## config.mk

```make
export PLATFORM = sky130hd
export DESIGN_NAME = colorMapper
export DESIGN_NICKNAME = d
export VERILOG_FILES = /design/src/source/mapperPkg.sv /design/src/source/backgroundFetch.sv /design/src/source/colorMapper.sv /design/src/source/pixelCompositor.sv /design/src/source/tankRenderer.sv
export SDC_FILE = /design/constraint.sdc
export NUM_CORES = 2
export LEC_CHECK = 0
export ABC_CLOCK_PERIOD_IN_PS = 10500
export BUFFER_PORTS_ARGS = -buffer_cell sky130_fd_sc_hd__buf_2
export CAP_MARGIN = 40
export CORE_MARGIN = 4
export CORE_UTILIZATION = 50
export DETAILED_ROUTE_END_ITERATION = 10
export GPL_ROUTABILITY_DRIVEN = 0
export PLACE_DENSITY_LB_ADDON = 0.2
export RECOVER_POWER = 100
export SYNTH_ARGS = -nofsm -noshare
export SYNTH_HDL_FRONTEND = slang
export SYNTH_SLANG_ARGS = --single-unit
```

## constraint.sdc

```tcl
create_clock -name VGA_Clk -period 10.5 [get_ports VGA_Clk]
set_input_delay 0 -clock VGA_Clk [delete_from_list [all_inputs] [get_ports VGA_Clk]]
set_output_delay 0 -clock VGA_Clk [all_outputs]
set_load 0.02 [all_outputs]
```

## src/source/mapperPkg.sv

```systemverilog
// screen and sprite constants, pixel structs, frame-buffer byte union, palette function

package mapperPkg;

	// -------------------------------------------------------------------------
	// screen geometry
	localparam int screenW = 640;
	localparam int screenH = 480;
	localparam int coordW = 10;

	// half-resolution frame buffer with two pixels per byte
	localparam int bgRowWords = 320;
	localparam int bgAddrW = 16;

	// tank body window and sprite memory layout
	localparam int tankW = 100;
	localparam int tankH = 80;
	localparam int spriteStride = 100;
	localparam int spriteAddrW = 16;

	localparam int bulletRadius = 4;
	localparam logic [23:0] keyColor = 24'hB0B0B0;
	localparam int bulletStep = 16;

	// -------------------------------------------------------------------------
	typedef logic [1:0] gameState_t;

	localparam gameState_t stateSelect = 2'd0;
	localparam gameState_t stateFight = 2'd1;

	typedef struct packed {
		logic [7:0] red;
		logic [7:0] green;
		logic [7:0] blue;
	} rgb_t;

	typedef struct packed {
		logic [coordW-1:0] drawX;
		logic [coordW-1:0] drawY;
	} drawPos_t;

	// one player's inputs that hold steady over a frame
	typedef struct packed {
		logic [coordW-1:0] tankX;
		logic [coordW-1:0] tankY;
		logic [coordW-1:0] bulletX;
		logic [coordW-1:0] bulletY;
		logic [1:0] tankChoice;
	} tankIn_t;

	// what one tank contributes to the current pixel
	typedef struct packed {
		logic inBody;
		logic bodyOpaque;
		logic onBullet;
		rgb_t bodyRgb;
		rgb_t bulletRgb;
	} tankLayer_t;

	// high nibble is the even pixel
	typedef union packed {
		logic [7:0] byteVal;
		struct packed {
			logic [3:0] hiIdx;
			logic [3:0] loIdx;
		} idx;
	} bgByte_u;

	function automatic rgb_t paletteColor(input logic [3:0] colorIdx);
		case (colorIdx)
			4'h0: paletteColor = keyColor;
			4'h1: paletteColor = 24'h000000;
			4'h2: paletteColor = 24'hFFFFFF;
			4'h3: paletteColor = 24'h3B5323;
			4'h4: paletteColor = 24'h556B2F;
			4'h5: paletteColor = 24'h8B4513;
			4'h6: paletteColor = 24'hA0522D;
			4'h7: paletteColor = 24'h2F4F4F;
			4'h8: paletteColor = 24'h708090;
			4'h9: paletteColor = 24'h87CEEB;
			4'hA: paletteColor = 24'h4682B4;
			4'hB: paletteColor = 24'hDAA520;
			4'hC: paletteColor = 24'hB22222;
			4'hD: paletteColor = 24'h228B22;
			4'hE: paletteColor = 24'hF4A460;
			default: paletteColor = 24'h696969;
		endcase
	endfunction

endpackage

```

## src/source/backgroundFetch.sv

```systemverilog
// background frame-buffer addressing, nibble select and palette conversion

`timescale 1ns/1ps

module backgroundFetch import mapperPkg::*; (
	input drawPos_t pos,
	input bgByte_u bgData,
	output logic [bgAddrW-1:0] bgAddr,
	output rgb_t bgRgb
);

	// pixel index in the half-resolution image is one bit wider than a byte address
	logic [bgAddrW:0] halfIdx;
	logic [3:0] colorIdx;

	// -------------------------------------------------------------------------
	// address generation
	assign halfIdx = (bgAddrW+1)'(pos.drawY[coordW-1:1] * bgRowWords)
		+ (bgAddrW+1)'(pos.drawX[coordW-1:1]);

	// two pixels share a byte
	assign bgAddr = halfIdx[bgAddrW:1];

	// -------------------------------------------------------------------------
	// nibble select
	always_comb begin
		if (pos.drawX[0] == 1'b0) begin
			colorIdx = bgData.idx.hiIdx;
		end else begin
			colorIdx = bgData.idx.loIdx;
		end
	end

	assign bgRgb = paletteColor(colorIdx);

endmodule

```

## src/source/colorMapper.sv

```systemverilog
// color mapper top level with background fetch, two tank renderers and compositor

`timescale 1ns/1ps

module colorMapper import mapperPkg::*; (
	input logic VGA_Clk,
	input logic Reset,
	input drawPos_t pos,
	input tankIn_t playerA,
	input tankIn_t playerB,
	input gameState_t gameState,
	input bgByte_u bgData,
	input logic [3:0] spriteIdxA,
	input logic [3:0] spriteIdxB,
	output logic [bgAddrW-1:0] bgAddr,
	output logic [spriteAddrW-1:0] spriteAddrA,
	output logic [spriteAddrW-1:0] spriteAddrB,
	output rgb_t pixel
);

	rgb_t bgRgb;
	tankLayer_t layerA;
	tankLayer_t layerB;

	// -------------------------------------------------------------------------
	// background
	backgroundFetch i_background (
		.pos(pos),
		.bgData(bgData),
		.bgAddr(bgAddr),
		.bgRgb(bgRgb)
	);

	// -------------------------------------------------------------------------
	// tanks rendered side by side
	tankRenderer i_tankA (
		.pos(pos),
		.player(playerA),
		.spriteIdx(spriteIdxA),
		.spriteAddr(spriteAddrA),
		.layer(layerA)
	);

	tankRenderer i_tankB (
		.pos(pos),
		.player(playerB),
		.spriteIdx(spriteIdxB),
		.spriteAddr(spriteAddrB),
		.layer(layerB)
	);

	// -------------------------------------------------------------------------
	// final priority and output register
	pixelCompositor i_compositor (
		.VGA_Clk(VGA_Clk),
		.Reset(Reset),
		.drawX(pos.drawX),
		.gameState(gameState),
		.bgRgb(bgRgb),
		.layerA(layerA),
		.layerB(layerB),
		.pixel(pixel)
	);

endmodule

```

## src/source/pixelCompositor.sv

```systemverilog
// game-state layer priority and registered output color

`timescale 1ns/1ps

module pixelCompositor import mapperPkg::*; (
	input logic VGA_Clk,
	input logic Reset,
	input logic [coordW-1:0] drawX,
	input gameState_t gameState,
	input rgb_t bgRgb,
	input tankLayer_t layerA,
	input tankLayer_t layerB,
	output rgb_t pixel
);

	rgb_t nextPixel;
	rgb_t fightSky;
	rgb_t overSky;
	logic [7:0] scanShade;

	// -------------------------------------------------------------------------
	// horizontal gradients for the fight and game-over screens
	assign scanShade = 8'(drawX >> 3);

	assign fightSky.red = 8'h7F - scanShade;
	assign fightSky.green = 8'h00;
	assign fightSky.blue = 8'h00;

	assign overSky.red = 8'h00;
	assign overSky.green = 8'hFF - scanShade;
	assign overSky.blue = 8'hFF;

	// -------------------------------------------------------------------------
	// layer selection
	always_comb begin
		case (gameState)
			stateSelect: begin
				// key color shows the background through the body
				if (layerA.inBody) begin
					nextPixel = layerA.bodyOpaque ? layerA.bodyRgb : bgRgb;
				end else if (layerB.inBody) begin
					nextPixel = layerB.bodyOpaque ? layerB.bodyRgb : bgRgb;
				end else begin
					nextPixel = bgRgb;
				end
			end

			stateFight: begin
				// bullets over bodies and B over A
				if (layerB.onBullet) begin
					nextPixel = layerB.bulletRgb;
				end else if (layerA.onBullet) begin
					nextPixel = layerA.bulletRgb;
				end else if (layerB.inBody) begin
					nextPixel = layerB.bodyRgb;
				end else if (layerA.inBody) begin
					nextPixel = layerA.bodyRgb;
				end else begin
					nextPixel = fightSky;
				end
			end

			default: begin
				nextPixel = overSky;
			end
		endcase
	end

	// one pixel per clock
	always_ff @(posedge VGA_Clk or posedge Reset) begin
		if (Reset) begin
			pixel <= '0;
		end else begin
			pixel <= nextPixel;
		end
	end

endmodule

```

## src/source/tankRenderer.sv

```systemverilog
// single tank body window, sprite addressing, transparency and bullet disk

`timescale 1ns/1ps

module tankRenderer import mapperPkg::*; (
	input drawPos_t pos,
	input tankIn_t player,
	input logic [3:0] spriteIdx,
	output logic [spriteAddrW-1:0] spriteAddr,
	output tankLayer_t layer
);

	// signed offsets one bit wider than a coordinate
	logic signed [coordW:0] bodyDx;
	logic signed [coordW:0] bodyDy;
	logic signed [coordW:0] shotDx;
	logic signed [coordW:0] shotDy;

	// offsets clamped into the body window
	logic [coordW-1:0] winX;
	logic [coordW-1:0] winY;

	logic [2*coordW+1:0] shotSqX;
	logic [2*coordW+1:0] shotSqY;
	logic [2*coordW+2:0] shotDist;
	logic [7:0] choiceShade;
	logic [7:0] fadeShade;

	// -------------------------------------------------------------------------
	// body window
	assign bodyDx = signed'({1'b0, pos.drawX}) - signed'({1'b0, player.tankX});
	assign bodyDy = signed'({1'b0, pos.drawY}) - signed'({1'b0, player.tankY});

	assign layer.inBody = (bodyDx >= 0) && (bodyDy >= 0)
		&& (bodyDx <= tankW) && (bodyDy <= tankH);

	always_comb begin
		if (bodyDx < 0) begin
			winX = '0;
		end else if (bodyDx > tankW) begin
			winX = coordW'(tankW);
		end else begin
			winX = bodyDx[coordW-1:0];
		end

		if (bodyDy < 0) begin
			winY = '0;
		end else if (bodyDy > tankH) begin
			winY = coordW'(tankH);
		end else begin
			winY = bodyDy[coordW-1:0];
		end
	end

	// row-major sprite without tilt
	assign spriteAddr = spriteAddrW'(winY * spriteStride) + spriteAddrW'(winX);

	assign layer.bodyRgb = paletteColor(spriteIdx);
	assign layer.bodyOpaque = (layer.bodyRgb != keyColor);

	// -------------------------------------------------------------------------
	// bullet disk
	assign shotDx = signed'({1'b0, pos.drawX}) - signed'({1'b0, player.bulletX});
	assign shotDy = signed'({1'b0, pos.drawY}) - signed'({1'b0, player.bulletY});

	assign shotSqX = shotDx * shotDx;
	assign shotSqY = shotDy * shotDy;
	assign shotDist = (2*coordW+3)'(shotSqX) + (2*coordW+3)'(shotSqY);

	assign layer.onBullet = (shotDist <= bulletRadius * bulletRadius);

	// magenta for choice 0 fading to green for choice 3
	assign choiceShade = 8'(player.tankChoice) * 8'(bulletStep);
	assign fadeShade = 8'((4 - player.tankChoice) * bulletStep);

	assign layer.bulletRgb.red = fadeShade;
	assign layer.bulletRgb.green = choiceShade;
	assign layer.bulletRgb.blue = fadeShade;

endmodule

```

==> implementation parameters <==
Parameter                              Value

CTS
  Maximum level of the CTS H-tree ... 1
  Clock buffers created by TritonCTS ... 3
  TritonCTS clock tree ... yes
  Post-CTS setup-driven buffer insertion count ... 0
  Clock-pin slew of the registers on the worst-case setup and hold paths ... 0.07 ns
  Bufs on Longest Clock Path ... 2
  Clk sink count ... 24
  Clock root buffer ... clkbuf_16

Drt
  Number of detailed-route iterations in the first pass ... 8
  Post-route antenna net violation count ... 0
  Total length of routed wires ... 79800 um
  Overall via count from detail_route ... 25093
  DRC violation total after the first TritonRoute iteration ... 1840
  DRC errors left ... 0
  DR WL/cell ... 17.4 um
  Vias per std cell ... 5.47

Layout
  Commonest cells after routing, fill and taps aside ... inv_1 (813), fa_1 (438), ha_1 (418), nor2_1 (318), nand2_1 (252)
  Non-Filler Instances ... 4588
  Share of the core filled with cells in the final layout ... 54.2%
  Register containing the most flip-flops in the final layout ... i_compositor.pixel
  Largest registers ... i_compositor.pixel (24)
  Number of nets in the finished design ... 4803
  Share of post-route cells with drive strength above 1 ... 6.20%
  Number of flip-flops under the largest register name ... 24
  Area Overhead vs Synth ... 7.30%
  Most frequent standard cell in the layout excluding fill and tap cells ... inv_1

Floorplan
  Die X ... 249 um
  Die Ht ... 249 um
  Count of pins on the block boundary ... 196
  Total die area ... 62200 um^2
  Core area ... 57700 um^2
  Initial standard-cell utilization of the core ... 50.5%
  Standard-cell rows ... 88

Timing
  Final setup slack of the worst path ... 0.577 ns
  Final worst path period need ... 9.92 ns
  RSZ-0062 raised after global routing ... false
  Highest clock frequency the design can meet ... 0.101 GHz
  Number of slew-limit violations in the final report ... 0
  # setup viols final ... 0
  Transition time at the pin with the least slew margin ... 1.21 ns
  Worst slew margin relative to its limit ... 19.7%
  Final-layout setup total negative slack ... 0 ns
  Final hold violation count ... 0
  Fin crit share ... 94.5%

Worst setup path
  Kind of launch point of the worst setup path ... input pin
  Master of the slowest instance on the critical path ... fa_1
  Critical path capture point type ... register
  Type of the worst setup path ... in2reg
  Endpoint required time on the critical path ... 10.65 ns
  Worst path max stage delay ... 0.64 ns
  Arrival time at the worst endpoint ... 10.07 ns
  Largest driver fanout on the critical path ... 11
  CP most frequent cell ... fa_1

Hold path
  Classification of the worst-slack hold path ... in2reg
  Number of cells on the worst hold path ... 3

Yosys
  Sequential cell area fraction in the yosys report ... 2.06%
  Count of state elements after synthesis ... 24
  Leading register cell type out of synthesis ... dfrtp_1
  Post-synth EDFFs ... 0
  Post-synthesis cell count ... 3622
  Area of the mapped netlist ... 29100 um^2
  Distinct cells, synth ... 93
  Share of synthesized flip-flops with an asynchronous set or reset ... 100%
  Number of warnings reported in the yosys synthesis log ... 0
  Average instance area after synthesis ... 8.04 um^2

Run status
  Run status ... complete, no violations

Global route
  Maximum number of pins on one net before global-route repair ... 32
  Number of antenna violations at the first check in global routing ... 2
  Number of global-route vias before repair ... 25124
  Global routing usage summed across all routing layers ... 25.5%
  First-pass GRT wire length ... 130000 um
  Leftover overflow at the end of global routing ... 0

Placed design
  Port Buffers ... 195
  DP Wirelength ... 69800 um
  Dpl cells ... 4582
  Minimum setup slack after placement ... 0.345 ns

Flow run
  Count of max-cap constraint violations ... 0
## synthesized netlist by cell type (all sizes together), types with 18 or more instances
| cell type | instances | area [um^2] |
|---|---|---|
| inv | 816 | 3060 |
| fa | 438 | 8770 |
| ha | 418 | 5230 |
| nor2 | 318 | 1190 |
| nand2 | 253 | 952 |
| a21oi | 184 | 925 |
| xnor2 | 161 | 1410 |
| o21ai | 139 | 696 |
| a21o | 62 | 465 |
| clkbuf | 49 | 184 |
| nor2b | 48 | 300 |
| nor3 | 48 | 240 |
| xor2 | 48 | 420 |
| nand2b | 46 | 288 |
| nand3 | 36 | 185 |
| mux2i | 32 | 320 |
| a211oi | 31 | 233 |
| o21bai | 28 | 210 |
| o21a | 26 | 195 |
| o211ai | 25 | 188 |
| dfrtp | 24 | 601 |
| a21boi | 23 | 173 |
| buf | 22 | 135 |
| or3 | 22 | 138 |
| or2 | 21 | 131 |
| a31oi | 18 | 113 |
| nor3b | 18 | 140 |
## timing repair
action | 4_1_cts | 5_1_grt
setup endpoints to repair | 0 | 18
gates resized for setup | 0 | 6
hold buffers | 1 | 0
endpoints found under the hold margin | 7 | 0
## final timing paths
| check | startpoint | endpoint |
|---|---|---|
| worst max-delay path | pos[10] | i_compositor.pixel[15] |
| worst min-delay path | playerB[1] | i_compositor.pixel[13] |
| max in group asynchronous | Reset | i_compositor.pixel[5] |
| min in group asynchronous | Reset | i_compositor.pixel[14] |
## kinds of logic (layout without fill, tap and decap cells)
family	after synthesis	after routing	share of synthesized area (%)
buffers and inverters	900	1080	11.8
and+or+nand+nor	886	886	14.2
adders and majority gates	856	856	48.1
AOI/OAI and AO/OA	700	700	15.9
xor gates and xnor gates	209	209	6.29
muxes	45	45	1.64
DFF	24	24	2.06
other	2	23	0.0258
## through the flow
step / cell area (um^2) / hold slack (ns)
floorplan: 29200 / 0.0146
global placement: 31200 / 0.247
detailed placement: 31200 / 0.00864
CTS: 31300 / 0.0739
global route: 31200 / 0.0854
finish: 31200 / 0.0836
## cell type report
| class | instances | area, um^2 |
|---|---|---|
| well taps | 765 | 957 |
| multi-input cells | 2718 | 25200 |
| flip-flops and latches | 24 | 601 |
| fillers | 5590 | 26400 |
| clock buffers | 3 | 75.1 |
| inverters | 829 | 3120 |
| repair buffers | 247 | 1280 |
| clock inverters | 1 | 30.0 |
| diodes | 1 | 2.50 |
## critical path, delay by kind of cell
kind                     cells  cell delay [ns]
AND/OR/NAND/NOR             14             3.19
XOR/XNOR                     1             0.10
adder cells (fa/ha/maj)      9             3.91
buffers and inverters        7             1.14
AO/OA/AOI/OAI               10             1.71
## routing by layer
metal	vias to the layer above	wire, um	track usage (%)	part of all wire, %
met5	-	8	0	0.010
met4	2	2490	6.34	3.1
met3	147	5100	2.19	6.4
met2	799	36600	42.5	46
met1	12021	35700	36.2	45
li1	12124	-	-	-
Power is not shown: default switching activity piles up to over one toggle a cycle in this logic, so the estimate is an artifact.
